===== config.mk =====
export PLATFORM = sky130hd
export DESIGN_NAME = poly_engine
export DESIGN_NICKNAME = d
export VERILOG_FILES = /design/src/nlc_num_pkg.sv /design/src/nlc_ctrl_pkg.sv /design/src/poly_engine.sv
export SDC_FILE = /design/constraint.sdc
export NUM_CORES = 2
export LEC_CHECK = 0
export BUFFER_PORTS_ARGS = -buffer_cell sky130_fd_sc_hd__buf_2
export CELL_PAD_IN_SITES_DETAIL_PLACEMENT = 2
export CELL_PAD_IN_SITES_GLOBAL_PLACEMENT = 2
export CORE_AREA = 10 10 430 223
export DETAILED_ROUTE_END_ITERATION = 6
export DIE_AREA = 0 0 440 233
export GPL_TIMING_DRIVEN = 0
export PLACE_DENSITY = 0.91
export SYNTH_ARGS = -nofsm -noshare
export SYNTH_HDL_FRONTEND = slang
export SYNTH_SLANG_ARGS = --single-unit

===== constraint.sdc =====
create_clock -name clk -period 24.8 [get_ports clk]
set_input_delay 1.24 -clock clk [delete_from_list [all_inputs] [get_ports clk]]
set_output_delay 1.24 -clock clk [all_outputs]
set_load 0.05 [all_outputs]

===== src/nlc_num_pkg.sv =====
// Signed Q16.16 arithmetic that wraps on overflow; ADC readings enter as raw unsigned words
package nlc_num_pkg;

	// Fixed-point word format
	localparam int FRAC_BITS = 16;
	localparam int WORD_W = 32;

	// ADC reading and corrected output width
	localparam int SAMPLE_W = 21;

	// Correction polynomial order
	localparam int ORDER = 5;

	typedef logic signed [WORD_W-1:0] word_t;
	typedef logic [SAMPLE_W-1:0] sample_t;

	// Calibration for one channel
	// Constant term sits in coeff[0]
	typedef struct packed {
		word_t neg_mean;
		word_t recip_stdev;
		word_t [ORDER:0] coeff;
	} coeff_set_t;

	// Full 64-bit product, arithmetic shift back to Q16.16 and wrap to one word
	function automatic word_t q_mul(input word_t a, input word_t b);
		logic signed [2*WORD_W-1:0] prod;
		prod = a * b;
		return word_t'(prod >>> FRAC_BITS);
	endfunction

	// Integer part of a word, low SAMPLE_W bits only
	function automatic sample_t q_to_sample(input word_t w);
		word_t whole;
		whole = w >>> FRAC_BITS;
		return whole[SAMPLE_W-1:0];
	endfunction

endpackage


===== src/nlc_ctrl_pkg.sv =====
// Result writes carry a 10-bit channel field, so at most 1024 channels can be addressed
package nlc_ctrl_pkg;
	import nlc_num_pkg::*;

	// Refit and error modes are not built and run on the stored set
	typedef enum logic [1:0] {
		MODE_LOAD = 2'b00,
		MODE_REFIT = 2'b01,
		MODE_ERROR = 2'b10,
		MODE_STORED = 2'b11
	} mode_e;

	typedef enum logic [1:0] {
		ST_IDLE,
		ST_RUN,
		ST_PUBLISH
	} state_e;

	// Step 0 normalizes, steps 1 to ORDER run Horner
	typedef logic [$clog2(ORDER+1)-1:0] step_t;

	localparam int CHAN_W = 10;
	typedef logic [CHAN_W-1:0] chan_t;

	typedef struct packed {
		logic valid;
		chan_t chan;
		sample_t value;
	} result_wr_t;

endpackage


===== src/poly_engine.sv =====
// One multiply-add per cycle, ORDER+1 cycles per channel; strobes while busy are dropped
`timescale 1ns/1ns

module poly_engine
	import nlc_num_pkg::*, nlc_ctrl_pkg::*;
#(
	parameter int CH_COUNT = 16,
	localparam int IDX_W = $clog2(CH_COUNT)
) (
	input logic clk,
	input logic reset,

	// Start strobe and capture pulse to the stores
	input logic srdyi_i,
	output logic capture_o,

	// Channel select and the data it returns
	output logic [IDX_W-1:0] chan_o,
	input sample_t sample_i,
	input coeff_set_t coeff_i,

	// Result write and publish
	output result_wr_t result_o,
	output logic publish_o,
	output logic srdyo_o
);

	state_e state_q;
	logic [IDX_W-1:0] chan_q;
	step_t step_q;
	logic srdyo_q;

	// Datapath registers
	word_t norm_q;
	word_t acc_q;

	logic run;
	logic last_step;
	word_t reading;
	word_t mul_a;
	word_t mul_b;
	word_t prod;
	word_t acc_next;

	assign run = (state_q == ST_RUN);
	assign last_step = (step_q == step_t'(ORDER));

	// Readings go in as raw unsigned words
	assign reading = word_t'({{(WORD_W-SAMPLE_W){1'b0}}, sample_i});

	// Shared multiplier
	// Step 0 feeds it the offset reading and the reciprocal deviation
	always_comb begin
		if (step_q == '0) begin
			mul_a = reading + coeff_i.neg_mean;
			mul_b = coeff_i.recip_stdev;
		end else begin
			mul_a = acc_q;
			mul_b = norm_q;
		end
		prod = q_mul(mul_a, mul_b);
		acc_next = prod + coeff_i.coeff[ORDER - step_q];
	end

	// Sequencer
	always_ff @(posedge clk) begin
		if (reset) begin
			state_q <= ST_IDLE;
			chan_q <= '0;
			step_q <= '0;
			srdyo_q <= 1'b0;
		end else begin
			srdyo_q <= publish_o;
			case (state_q)
				ST_IDLE: begin
					if (srdyi_i) begin
						state_q <= ST_RUN;
						chan_q <= '0;
						step_q <= '0;
					end
				end
				ST_RUN: begin
					if (last_step) begin
						step_q <= '0;
						if (chan_q == IDX_W'(CH_COUNT - 1)) begin
							state_q <= ST_PUBLISH;
						end else begin
							chan_q <= chan_q + 1'b1;
						end
					end else begin
						step_q <= step_q + 1'b1;
					end
				end
				ST_PUBLISH: begin
					state_q <= ST_IDLE;
				end
				default: begin
					state_q <= ST_IDLE;
				end
			endcase
		end
	end

	// Normalize, then seed Horner with the top coefficient
	always_ff @(posedge clk) begin
		if (run) begin
			if (step_q == '0) begin
				norm_q <= prod;
				acc_q <= coeff_i.coeff[ORDER];
			end else begin
				acc_q <= acc_next;
			end
		end
	end

	assign capture_o = srdyi_i && (state_q == ST_IDLE);
	assign chan_o = chan_q;

	// Last Horner sum goes straight to the buffer
	always_comb begin
		result_o.valid = run && last_step;
		result_o.chan = chan_t'(chan_q);
		result_o.value = q_to_sample(acc_next);
	end

	assign publish_o = (state_q == ST_PUBLISH);

	// Rises on the same edge that loads x_lin_o
	assign srdyo_o = srdyo_q;

endmodule


======== Word level (Yosys, flattened, before mapping) ========
Cells that the tools add are included.
word-level totals
  input port bits ......................... 280
  word-level logic and storage cells ...... 46
  bits in latches ......................... 0
  output and inout bits ................... 39
  memory bits (read-only) ................. 0
  RAM bits ................................ 0
  bits in registers ....................... 74
  memories ................................ 0
cells by class
  multiply operators ...................... 1
  bitwise gates (word level) .............. 0
  muxes and demuxes ....................... 16
  reductions and logical operators ........ 9
  add/subtract/negate cells ............... 5
  equality and inequality tests ........... 8
  shift operators ......................... 0
  divide/modulo/power cells ............... 0
  order comparisons ....................... 1
operator list
  kind                                                   number
  two-way mux 32 bit                                     4
  binary-select mux 32 bit (select 3 bit)                1
  multiplier 32 x 32 -> 48 bit                           1
  adder 22 x 32 -> 32 bit                                1
  adder 32 bit                                           1
  < comparator 32 x 4 -> 1 bit, second input constant    1
  two-way mux 4 bit                                      3
  one-hot mux 4 bit (2 select lines)                     1
  two-way mux 2 bit                                      3
  two-way mux 3 bit                                      2
  one-hot mux 3 bit (2 select lines)                     1
  adder 4 x 1 -> 4 bit, second input constant            1
  == test 4 bit, second input constant                   1
  inequality test 2 x 1 -> 1 bit, second input constant  2
  inequality test 2 bit, second input constant           2
  one-hot mux 2 bit (2 select lines)                     1
  AND reduction 2 bit                                    2
  AND reduction 4 bit                                    1
  subtractor 3 x 3 -> 4 bit, first input constant        1
  adder 3 x 1 -> 3 bit, second input constant            1
  == test 3 bit, second input constant                   1
  zero test 3 bit                                        1
  AND reduction 3 bit                                    1
  == test 2 x 1 -> 1 bit, second input constant          1
  other kinds (4)                                        5

======== Depth between registers and ports, before layout ========
  word-level depth ........................ 5
  gate-level depth with buffers ........... 58
  mapped depth without buffers ............ 53

======== Least setup slack after synthesis ========
OpenSTA, ideal clock, no wires.
  path type ............................... register to output
  start ................................... reg step_q[0]
  end ..................................... out result_o[16] (netlist name)
  cell stages (with the launch flop) ...... 57
  path buffers ............................ 13
  arrival ................................. 14.871 ns
  setup slack ............................. 8.689 ns
  required time ........................... 23.560 ns
  cells stage by stage .................... dfxtp_1 clkbuf_1 clkbuf_1 clkbuf_1 buf_1 buf_1 inv_1 ha_1 nand2b_1 buf_2 buf_1 clkbuf_1 clkbuf_1 buf_1 clkbuf_1 nand2_1 nand2_1 clkbuf_1 (+21 left out) and2_1 o21ai_0 a21oi_1 nor2b_1 nor2_1 xnor2_1 ha_1 nand3_1 nor3_1 a21oi_1 o31ai_1 nand3_1 a31oi_1 a31oi_1 o21ai_0 a41oi_1 xnor2_1 buf_4
RTL lines
  item                    line               text
  from (decl)             poly_engine.sv:30  step_t step_q;
  from (signal assigned)  poly_engine.sv:91  step_q <= step_q + 1'b1;
  to (decl)               poly_engine.sv:23  output result_wr_t result_o,

==> run_results.csv <==
group,metric,value,unit
placement,gp_congestion,1.019,
logic_synthesis,synth_warnings,0,
logic_synthesis,syn_inst,4255,
logic_synthesis,synth_top_cell_area_share,45.68,%
setup_path,crit_path_max_fanout,10,
clock_tree,cts-root-buf,"clkbuf_16",
sta,rsz0062_at_grt,"no",
global_routing,first_global_vias,41480,
detailed_routing,wl_met1,74.02,mm
setup_path,cpMostUsedCell,"clkbuf_1",
detailed_routing,highest_layer,"met5",
logic_synthesis,ys_seq_elements,74,
clock_tree,cts-buffers-inserted,9,
sta,timing.fmax,0.04396,GHz
sta,clock_skew,0.01435,ns
setup_path,cp.required,23.56,ns
die,die_h,233,um
clock_tree,htree_num_levels,3,
worst_hold_path,min_path_type,"flip-flop to flip-flop",
placement,dp.final_hpwl,186.4,mm
sta,finalHoldViolCount,0,
global_routing,overflow,0,
detailed_routing,wl_met3,32.80,mm
clock_tree,clkSinkCount,74,
sta,finalSetupTns,0,ns
sta,final.hold.worst_slack,0.5742,ns
logic_synthesis,synth-main-ff-cell,"edfxtp_1",
detailed_routing,drtIter0Drc,4104,
detailed_routing,routed_wirelength,214.7,mm
sta,setup_viol,0,
die,coreArea,87860,um2
clock_tree,ctsResizeCount,0,
detailed_routing,vias,35790,
clock_tree,ctsHoldBuffers,0,
logic_synthesis,synth_most_common_cell,"inv_1",
logic_synthesis,syn-cell-area,36810,um2
detailed_routing,post_drt_wl_per_cell,36.98,um
setup_path,max_stage_delay,0.92,ns
die,ios,319,
detailed_routing,ant_nets,0,
logic_synthesis,synthTopCellsByArea,"fa_1, inv_1, ha_1, nand2_1, nor2_1",
layout,drive_gt1_share,10.37,%
clock_tree,cts_buffer_depth,2,
global_routing,track_usage,41.41,%
die,die_area,102500,um2
clock_tree,clkTransAtPathRegs,0.07,ns
sta,tightest_slew,1.643,ns
global_routing,grt_max_degree,37,
detailed_routing,viasPerCell,6.165,
detailed_routing,wl_met2,91.73,mm
sta,maxSlewViolCount,59,
setup_path,regToRegSetupSlack,3.70,ns
detailed_routing,drc_errors,0,
sta,post-route-period-util,91.73,%
die,std_cell_rows,77,
clock_tree,clock_latency,0.37,ns
logic_synthesis,synth_cell_types,84,
logic_synthesis,async_flop_share,0,%
setup_path,cp-start-kind,"flip-flop",
logic_synthesis,yosys.area.top_type,"fa_1",
run_status,violations,"max-capacitance violations, max-slew violations",
placement,io_buffer_count,311,
setup_path,path_class,"flip-flop to output pin",
layout,final_util,46.19,%
detailed_routing,drt_pass1_iterations,6,
logic_synthesis,synth_edf_count,64,
layout,area_growth,10.26,%
global_routing,grt_pass1_wl,300.8,mm
run_status,status,"finished with violations",
layout,fin_nets,5944,
die,initial_utilization,41.90,%
sta,finalCriticalPeriod,22.75,ns
sta,setup_slack,2.051,ns
logic_synthesis,postSynthAreaPerCell,8.651,um2
setup_path,cp.arrival,21.51,ns
setup_path,crit_path_end_kind,"output pin",
job,maxCapViolCount,6,
setup_path,slowest_stage,"o211ai_1",
die,die_width,440,um
clock_tree,cts_tree,"built",
logic_synthesis,ys_seq_area_share,5.765,%
sta,slew_headroom,-9.514,%
global_routing,antenna_found_initial,23,
clock_tree,postCtsSetupBuffers,0,
placement,place_ws,3.047,ns
logic_synthesis,synthTopCellsByCount,"inv_1, fa_1, nand2_1",
[sequential cells by signal, summed over array words and instances (netlist names)]
name / flops
acc_q: 32
chan_o: 4
norm_q: 32
srdyo_o: 1
state_q: 2
step_q: 3
[final timing paths]
path,end,cells after the start,from
min,chan_o[0],1,chan_o[0]
max reg2reg,acc_q[30],56,step_q[0]
max,result_o[14],57,step_q[0]
min reg2reg,chan_o[0],1,chan_o[0]
[metrics by stage]
stage | area (um2) | cells
after floorplan | 36830 | 4260
after global placement | 39870 | 5756
after detailed placement | 40250 | 5778
after CTS | 40540 | 5794
after global routing | 40570 | 5799
final | 40590 | 5805
[layer usage]
metal  GRT usage [%]  vias to the layer above
li1                -                    13500
met1           46.55                    18460
met2           62.75                     2850
met3           20.73                      950
met4           25.60                       28
met5               0                        -
[area by class of cell]
type                    instances  area, um2
diodes                          9      22.52
plain buffers                 207      849.6
well taps                    1185       1483
fillers                      9881      47280
repair buffers                335       1862
multi-input cells            3077      30570
clock inverters                 6      50.05
flip-flops and latches         74       2122
inverters                     902       3386
clock buffers                  10      239.0
[cell families after synthesis]
| logic type | synth area share, % |
|---|---|
| AO/OA/AOI/OAI | 6.631 |
| XOR/XNOR | 3.389 |
| adder cells (fa/ha/maj) | 53.09 |
| buffers and inverters | 11.50 |
| flip-flops | 5.765 |
| multiplexers | 4.381 |
| other | 0.01019 |
| AND/OR/NAND/NOR | 15.24 |
[worst max-delay path, delay by kind of cell, from the launching register on]
kind	cells	cell delay, ns
AO/OA/AOI/OAI	16	4.81
multiplexers	1	0.26
flip-flops	1	0.34
XOR/XNOR	2	0.70
adder cells (fa/ha/maj)	11	4.72
AND/OR/NAND/NOR	8	1.99
buffers and inverters	19	8.27
[placed cells by master (no fill, tap or decap), types with 32 or more instances in the layout]
cell type / count
inv_1: 900
fa_1: 840
nand2_1: 622
nor2_1: 591
buf_2: 321
ha_1: 218
clkbuf_1: 159
a21oi_1: 96
xnor2_1: 82
o21ai_0: 77
mux2i_1: 66
edfxtp_1: 64
a21o_1: 49
xor2_1: 48
o21a_1: 33
mux4_2: 32
Power is left out: the tool's default activity adds up to more than one toggle a clock period on the data nets, which glitch-free logic cannot reach.
