`config.mk`:
```
export PLATFORM = sky130hd
export DESIGN_NAME = channel_buffer
export DESIGN_NICKNAME = d
export VERILOG_FILES = /design/src/nlc_num_pkg.sv /design/src/nlc_ctrl_pkg.sv /design/src/channel_buffer.sv
export SDC_FILE = /design/constraint.sdc
export NUM_CORES = 1
export LEC_CHECK = 0
export ABC_AREA = 1
export BUFFER_PORTS_ARGS = -buffer_cell sky130_fd_sc_hd__buf_2
export CORE_AREA = 2 2 283 285
export DETAILED_ROUTE_END_ITERATION = 10
export DIE_AREA = 0 0 285 287
export PLACE_DENSITY_LB_ADDON = 0.15
export SYNTH_ARGS = -nofsm -noshare
export SYNTH_HDL_FRONTEND = slang
export SYNTH_SLANG_ARGS = --single-unit
```
`constraint.sdc`:
```
create_clock -name clk -period 2 [get_ports clk]
set_input_delay 0.2 -clock clk [delete_from_list [all_inputs] [get_ports clk]]
set_output_delay 0.2 -clock clk [all_outputs]
set_load 0.02 [all_outputs]
```
`src/nlc_num_pkg.sv`:
```
// Signed Q16.16 arithmetic that wraps on overflow; ADC readings enter as raw unsigned words
package nlc_num_pkg;

	// Fixed-point word format
	localparam int FRAC_BITS = 16;
	localparam int WORD_W = 32;

	// ADC reading and corrected output width
	localparam int SAMPLE_W = 21;

	// Correction polynomial order
	localparam int ORDER = 5;

	typedef logic signed [WORD_W-1:0] word_t;
	typedef logic [SAMPLE_W-1:0] sample_t;

	// Calibration for one channel
	// Constant term sits in coeff[0]
	typedef struct packed {
		word_t neg_mean;
		word_t recip_stdev;
		word_t [ORDER:0] coeff;
	} coeff_set_t;

	// Full 64-bit product, arithmetic shift back to Q16.16 and wrap to one word
	function automatic word_t q_mul(input word_t a, input word_t b);
		logic signed [2*WORD_W-1:0] prod;
		prod = a * b;
		return word_t'(prod >>> FRAC_BITS);
	endfunction

	// Integer part of a word, low SAMPLE_W bits only
	function automatic sample_t q_to_sample(input word_t w);
		word_t whole;
		whole = w >>> FRAC_BITS;
		return whole[SAMPLE_W-1:0];
	endfunction

endpackage

```
`src/nlc_ctrl_pkg.sv`:
```
// Result writes carry a 10-bit channel field, so at most 1024 channels can be addressed
package nlc_ctrl_pkg;
	import nlc_num_pkg::*;

	// Refit and error modes are not built and run on the stored set
	typedef enum logic [1:0] {
		MODE_LOAD = 2'b00,
		MODE_REFIT = 2'b01,
		MODE_ERROR = 2'b10,
		MODE_STORED = 2'b11
	} mode_e;

	typedef enum logic [1:0] {
		ST_IDLE,
		ST_RUN,
		ST_PUBLISH
	} state_e;

	// Step 0 normalizes, steps 1 to ORDER run Horner
	typedef logic [$clog2(ORDER+1)-1:0] step_t;

	localparam int CHAN_W = 10;
	typedef logic [CHAN_W-1:0] chan_t;

	typedef struct packed {
		logic valid;
		chan_t chan;
		sample_t value;
	} result_wr_t;

endpackage

```
`src/channel_buffer.sv`:
```
// Published outputs change only on publish, so a run in progress never shows on x_lin_o
`timescale 1ns/1ns

module channel_buffer
	import nlc_num_pkg::*, nlc_ctrl_pkg::*;
#(
	parameter int CH_COUNT = 16,
	localparam int IDX_W = $clog2(CH_COUNT)
) (
	input logic clk,
	input logic reset,

	// Reading capture
	input logic capture_i,
	input sample_t [CH_COUNT-1:0] x_adc_i,

	// Reading served to the engine
	input logic [IDX_W-1:0] chan_i,
	output sample_t sample_o,

	// Result collection and publish
	input result_wr_t result_i,
	input logic publish_i,
	output sample_t [CH_COUNT-1:0] x_lin_o
);

	sample_t [CH_COUNT-1:0] adc_q;
	sample_t [CH_COUNT-1:0] result_q;

	// All channels captured in the same cycle
	always_ff @(posedge clk) begin
		if (capture_i) begin
			adc_q <= x_adc_i;
		end
	end

	// One channel finishes at a time
	always_ff @(posedge clk) begin
		if (result_i.valid) begin
			result_q[result_i.chan] <= result_i.value;
		end
	end

	assign sample_o = adc_q[chan_i];

	// Every channel moves to the outputs together
	always_ff @(posedge clk) begin
		if (reset) begin
			x_lin_o <= '0;
		end else if (publish_i) begin
			x_lin_o <= result_q;
		end
	end

endmodule

```
; Yosys cells after proc, flatten, opt, wreduce, memory -nomap -nowiden
; Index checks and enable logic that the tools add are counted.
[op_classes]
magnitude_cmp = 3
muxes = 5
reduce_logical = 1
[op_table]
columns = op, n
row1 = $bwmux W336, 1
row2 = $bmux W21 S4, 1
row3 = $demux W21 S4, 1
row4 = $mux W21, 2
row5 = $ge A10 B1 Y1 const B, 1
row6 = $lt A10 B5 Y1 const B, 1
row7 = $lt A4 B5 Y1 const B, 1
row8 = $logic_and A1 B1 Y1, 1
[totals]
ff_bits = 1008
input_bits = 376
output_inout_bits = 357
wordCells = 57

; Logic depth before layout (Yosys ltp)
; Gate-level depths: netlist (run 1).
[logic_depth]
depth_word = 5
mapped_depth = 9
ltp_nobuf = 7

; Least setup slack after synthesis (run 1)
; Ideal clock, no wire load.
[synth_timing]
path_kind = input to register
startpoint = in result_i[30] (netlist name)
endpoint = reg result_q[168] (netlist name) (enable)
setup_time_ps = 399
arrival_time_ps = 1720
t_required_ps = 1601
path_slack_ps = -119
stages = 5
path_buffers = 0
path_cell_list = nor2_1 nand2_1 nor3_1 nand3_1 nor2_1
[synth_rtl]
columns = element, line
row1 = "start, declared", channel_buffer.sv:22  ; input result_wr_t result_i,
row2 = "end signal, assigned by index", channel_buffer.sv:40  ; result_q[result_i.chan] <= result_i.value;
row3 = "end, declared", channel_buffer.sv:28  ; sample_t [CH_COUNT-1:0] result_q;

; Worst setup path in the final report (run 1)
[layout_timing]
startpoint = reg adc_q[12] (netlist name)
endpoint = out sample_o[12]
[layout_via]
elab_chain_cells = 2
[layout_rtl]
columns = element, line
row1 = "start, declared", channel_buffer.sv:27  ; sample_t [CH_COUNT-1:0] adc_q;
row2 = "start signal, assigned", channel_buffer.sv:33  ; adc_q <= x_adc_i;
row3 = $bmux W21 S4, channel_buffer.sv:44  ; assign sample_o = adc_q[chan_i];
row4 = $mux W21 (implied by the code), channel_buffer.sv:44
row5 = "end, declared", channel_buffer.sv:19  ; output sample_t sample_o,
; No other way between the ends. The select of a mux whose other input is x is not followed.

==> out/summary.txt, run 1 <==
Synth area leaders - edfxtp_1 56%, dfxtp_1 19%, nand2_1 12%
total track usage - 28.1%
Hold Path Depth - 1
Syn Area/Cell - 11.3 um^2
leakage - 20.7 nW
power density cells - 966 nW/um^2
worst vdd ir - 0.000778 V
synthesized instance count - 3184
commonest non-fill, non-tap cell in the layout - nand2_1
outcome - finished, violations left
reg2reg end - x_lin_o[244]
Max-Cap Viols - 0
final hold vios - 0
clk root buf - clkbuf_16
total iterations of the first detailed-routing run - 5
Worst EP arrival - 1.83 ns
Post-CTS Setup Bufs - 0
Final Slew Violations - 0
CTS Buffer Depth - 3
Die ar. - 81800 um^2
r2r worst-path depth - 2
TritonCTS clock tree - built
Detailed Place HPWL - 75300 um
min Tclk post-route - 2.03 ns
Placement Rows - 103
hold path start - result_i[3]
Final Worst Setup Slack - -0.0335 ns
Util after Layout - 62.2%
sequential area share after synthesis - 74.5%
fmax - 0.492 GHz
synthesized area - 36100 um^2
H-tree depth - 3
num ports - 733
final WL - 119000 um
drt wl/cell - 22.0 um
Core ar. - 78600 um^2
antenna viol nets, final - 0
GP Congestion - 0.896
CTS sink count - 1008
layout net count - 4637
Hold Crit Class - input port to flip-flop
Setup Skew - 0.0231 ns
R2R Path Start - x_lin_o[244]
worst hold slack - 0.0363 ns
post-synth top area cell - edfxtp_1
Slew Limit Headroom - 51.9%
Residual DRC - 0
Setup crit start kind - flip-flop
antenna violations before repair - 20
synthesis-stage register bit count - 1008
DIE HEIGHT - 287 um
Num CTS Buffers - 104
hold worst-path end - result_q[171]
Clock Latency Late Sink - 0.68 ns
via/cell ratio - 5.09
Synth Warn # - 0
Synth cell types - 17
Clock transition at path regs - 0.06 ns
initial drt markers - 2288
first-pass GRT wire length - 170000 um
share of post-route cells with drive strength above 1 - 24.8%
largest net degree at the start of global routing - 89
starting density of the core - 45.9%
Vias - 27600
reg2reg setup slack - 1.29 ns
die width - 285 um
Overflow after GRT - 0
RSZ-0062 raised after global routing - yes
worst path required time - 1.80 ns
vias in the first global route - 26900
area grow syn2layout - 35.5%
leading cell types in the layout, fill and taps excluded - 1095 x nand2_1, 712 x buf_2, 672 x edfxtp_1, 340 x dlygate4sd3_1
Worst Setup End Kind - primary output
Tcrit/Tclk final - 102%
count of final setup violators - 2
Yosys top cell area share - 55.9%
critical path class - flip-flop to primary output
crit path max fanout - 1
failing checks - setup timing
port buffer count - 732
Slew @ Worst Pin - 0.721 ns
Synthesized Nets - 3560
[power by group]
part	internal, mW	total [mW]	switching (mW)
clock network	11.2	19.5	8.27
registers	23.1	23.5	0.369
logic	1.63	4.31	2.68
[critical path: stages, from the launching register on]
cell and delay (ns):
edfxtp_1 0.42, inv_1 0.13, nand2_1 0.06, nand3_1 0.07, nand3_1 0.09, nand3_1 0.15, nand2_2 0.08, buf_4 0.16
[kinds of logic after synthesis]
| group | after synthesis | share of synthesized area [%] |
|---|---|---|
| DFF | 1008 | 74.5 |
| AOI/OAI and AO/OA | 336 | 4.66 |
| buffers and inverters | 441 | 5.34 |
| and+or+nand+nor | 1399 | 15.5 |
[per-stage QoR]
step           cell area, um^2  std cells  setup TNS [ns]  setup slack, ns  power [mW]
2_1_floorplan            36100       3184          -34.05           -0.119        25.5
3_3_place_gp             41400       4865               0           0.0984        27.4
3_5_place_dp             41400       4865               0           0.0983        27.4
4_1_cts                  48700       5399          -0.108          -0.0382        47.4
5_1_grt                  48900       5413          -0.826           -0.108        48.7
6_report                 48900       5416         -0.0383          -0.0335        47.3
[worst max-delay path by stage]
stage | start | endpoint | slack [ns] | cells after the start
2_1_floorplan | result_i[30] | result_q[168] | -0.12 | 5
3_3_place_gp | chan_i[0] | sample_o[11] | 0.1 | 9
3_5_place_dp | chan_i[0] | sample_o[6] | 0.1 | 10
4_1_cts | adc_q[202] | sample_o[13] | -0.04 | 7
5_1_grt | adc_q[12] | sample_o[12] | -0.11 | 7
6_report | adc_q[12] | sample_o[12] | -0.03 | 7
[synthesized netlist by cell type]
| cell type | count |
|---|---|
| buf_1 | 8 |
| inv_1 | 259 |
| buf_4 | 9 |
| edfxtp_1 | 672 |
| inv_4 | 1 |
| nand3_1 | 256 |
| clkbuf_1 | 38 |
| a21oi_1 | 336 |
| buf_2 | 111 |
| clkinv_1 | 1 |
| inv_2 | 1 |
| nand3b_1 | 1 |
| dfxtp_1 | 336 |
| buf_6 | 13 |
| nor2_1 | 21 |
| nand2_1 | 1120 |
| nor3_1 | 1 |
[per-layer routing]
metal | global-route usage (%) | up-vias | part of all wire (%)
li1 | - | 12700 | -
met1 | 35.6 | 13200 | 38
met2 | 45.3 | 1268 | 47
met3 | 5.75 | 341 | 7.9
met4 | 16.1 | 0 | 6.1
met5 | 0 | - | 0
[timing repair]
item | in CTS | in global routing
pin swaps | 21 | 28
hold buffers | 340 | 0
cloned | 0 | 0
endpoints found under the hold margin | 469 | 0
setup endpoints to repair | 20 | 20
resized for setup | 95 | 53
[cell type report]
cell class	count	area, um^2
Fill cell	6255	29700
Inverter	262	993
Sequential cell	1008	26900
Antenna cell	17	42.5
Clock buffer	156	2960
Timing Repair Buffer	1150	8400
Tap cell	1050	1310
Clock inverter	38	526
Multi-Input combinational cell	1735	7770
[flip-flops by register name, indices dropped and copies added, names as in the netlist]
name / cells
adc_q: 336
x_lin_o: 336
result_q: 336
(Power assumes the default switching activity.)
==> inputs of run 2 (changes only) <==
==> constraint.sdc (replaced) <==
create_clock -name clk -period 2 [get_ports clk]
set_input_delay 0.4 -clock clk [delete_from_list [all_inputs] [get_ports clk]]
set_output_delay 0.4 -clock clk [all_outputs]
set_load 0.02 [all_outputs]
==> run 2 against run 1 <==
Against the previous run: the flow still finishes with violations (setup timing); cell area rose by 0.74%; utilization rose by 0.46 points; via count rose by 1.0%; power rose by 0.58%; clock skew rose by 0.020 ns; sequential power barely moved; flip-flop and latch count did not move; critical path type unchanged; largest cell class unchanged; highest routed layer unchanged.
==> out/summary.txt, run 2 (same netlist as run 1, synthesis figures left out) <==
outcome - finished, violations left
failing checks - setup timing
die width - 285 um
GR Util met3 - 6.19%
Worst Setup End Kind - primary output
CP cell instances - inv_1, nand2_1, nand3_2, nand3_2, nand3_4, nand2_4, buf_6
count of final setup violators - 21
worst hold slack - 0.0769 ns
Worst path top cell family by delay - flip-flops
CTS Buffer Depth - 3
H-tree depth - 3
largest net degree at the start of global routing - 130
Slew @ Worst Pin - 0.708 ns
Core ar. - 78600 um^2
Die ar. - 81800 um^2
met2 Use GR - 46.5%
slowest stage delay, CP - 0.45 ns
Fill cells - 6183
power density cells - 965 nW/um^2
Detailed Place HPWL - 77000 um
worst path required time - 1.60 ns
area grow syn2layout - 36.5%
share of post-route cells with drive strength above 1 - 25.9%
Hold Crit Class - input port to flip-flop
fmax - 0.452 GHz
combinational share of power - 9.3%
Max-Cap Viols - 0
clk root buf - clkbuf_16
Setup crit start kind - flip-flop
Tcrit/Tclk final - 111%
critical path class - flip-flop to primary output
worst vdd ir - 0.000907 V
Clock Latency Late Sink - 0.66 ns
gr busiest metal - met2
leakage - 20.9 nW
Final Slew Violations - 0
placed inst area - 41700 um^2
num ports - 733
drt wl/cell - 22.3 um
final hold vios - 0
Worst EP arrival - 1.81 ns
Seq pwr share - 49.4%
Slowest-stage cell, CP - edfxtp_1
Final Instance Area - 49300 um^2
Vias - 27900
Clk network pwr share - 41.3%
Top Registers - adc_q: 336 flops, result_q: 336 flops, x_lin_o: 336 flops
Placement Rows - 103
Power Total - 47.5 mW
Clock transition at path regs - 0.07 ns
min Tclk post-route - 2.21 ns
Slew Limit Headroom - 52.8%
Hold Path Depth - 2
r2r worst-path depth - 2
antenna violations before repair - 18
first-pass GRT wire length - 174000 um
total track usage - 28.9%
Num CTS Buffers - 102
Residual DRC - 0
Int Power - 36.1 mW
WP buf/inv - 2
crit path max fanout - 1
final cell count without fillers - 5447
Sw Ratio - 24.0%
layout net count - 4661
most frequent CP cell - nand3_2
CTS sink count - 1008
WP depth - 7
RSZ-0062 raised after global routing - yes
GP Congestion - 0.922
via/cell ratio - 5.11
vias in the first global route - 27700
leading cell types in the layout, fill and taps excluded - 1089 x nand2_1, 707 x buf_2, 672 x edfxtp_1
antenna viol nets, final - 0
Util after Layout - 62.7%
total iterations of the first detailed-routing run - 5
commonest non-fill, non-tap cell in the layout - nand2_1
final WL - 121000 um
Sw Pwr - 11.4 mW
TritonCTS clock tree - built
DIE HEIGHT - 287 um
Overflow after GRT - 0
port buffer count - 732
initial drt markers - 2614
starting density of the core - 45.9%
post-placement worst setup slack - -0.181 ns
Final Worst Setup Slack - -0.213 ns
GRT met1 Usage - 36.0%
DP Cell Count - 4896
setup TNS - -2.95 ns
Setup Skew - 0.0428 ns
-- run 2: cell types whose count changed in the layout (fill, tap and decap cells not counted), moves of 6 or more --
cell,delta
nand3_1,-14
nand2_1,-6
nand3_2,+18
buf_4,+19
buf_6,+13
-- run 2: power by group through the flow --
stage                     Clock, mW  Combinational (mW)  Sequential (mW)
after floorplan                   0                1.39             24.1
after global placement            0                3.59             23.9
after detailed placement          0                3.59             23.9
after CTS                      19.8                4.31             23.5
after global routing           20.7                4.74             23.5
final                          19.6                4.44             23.5
-- run 2: area by class of cell --
class	count	area [um^2]	share of cell area, %
Timing Repair Buffer	1176	8670	17.6
Clock inverter	36	497	1.01
Multi-Input combinational cell	1735	7850	15.9
Antenna cell	22	55.1	0.112
Inverter	262	993	2.02
Sequential cell	1008	26900	54.6
Tap cell	1050	1310	2.67
Clock buffer	158	2990	6.06
-- run 2: what timing repair did --
action	4_1_cts	5_1_grt
pin swaps	68	38
gates resized for setup	138	57
buffers inserted	0	0
setup endpoints to repair	21	21
endpoints found under the hold margin	336	0
hold buffers	336	0
-- run 2: path summary, 6_finish.rpt --
| check | start | to | slack, ns |
|---|---|---|---|
| setup / recovery | adc_q[181] | sample_o[13] | -0.21 |
| setup reg to reg | x_lin_o[160] | x_lin_o[160] | 1.29 |
| hold reg to reg | x_lin_o[19] | x_lin_o[19] | 0.46 |
| hold / removal | reset | x_lin_o[158] | 0.08 |
-- run 2: layer usage --
metal  wire [um]  vias up
li1            -    12800
met1       46700    13500
met2       57300     1282
met3        9390      346
met4        7950        0
met5           0        -
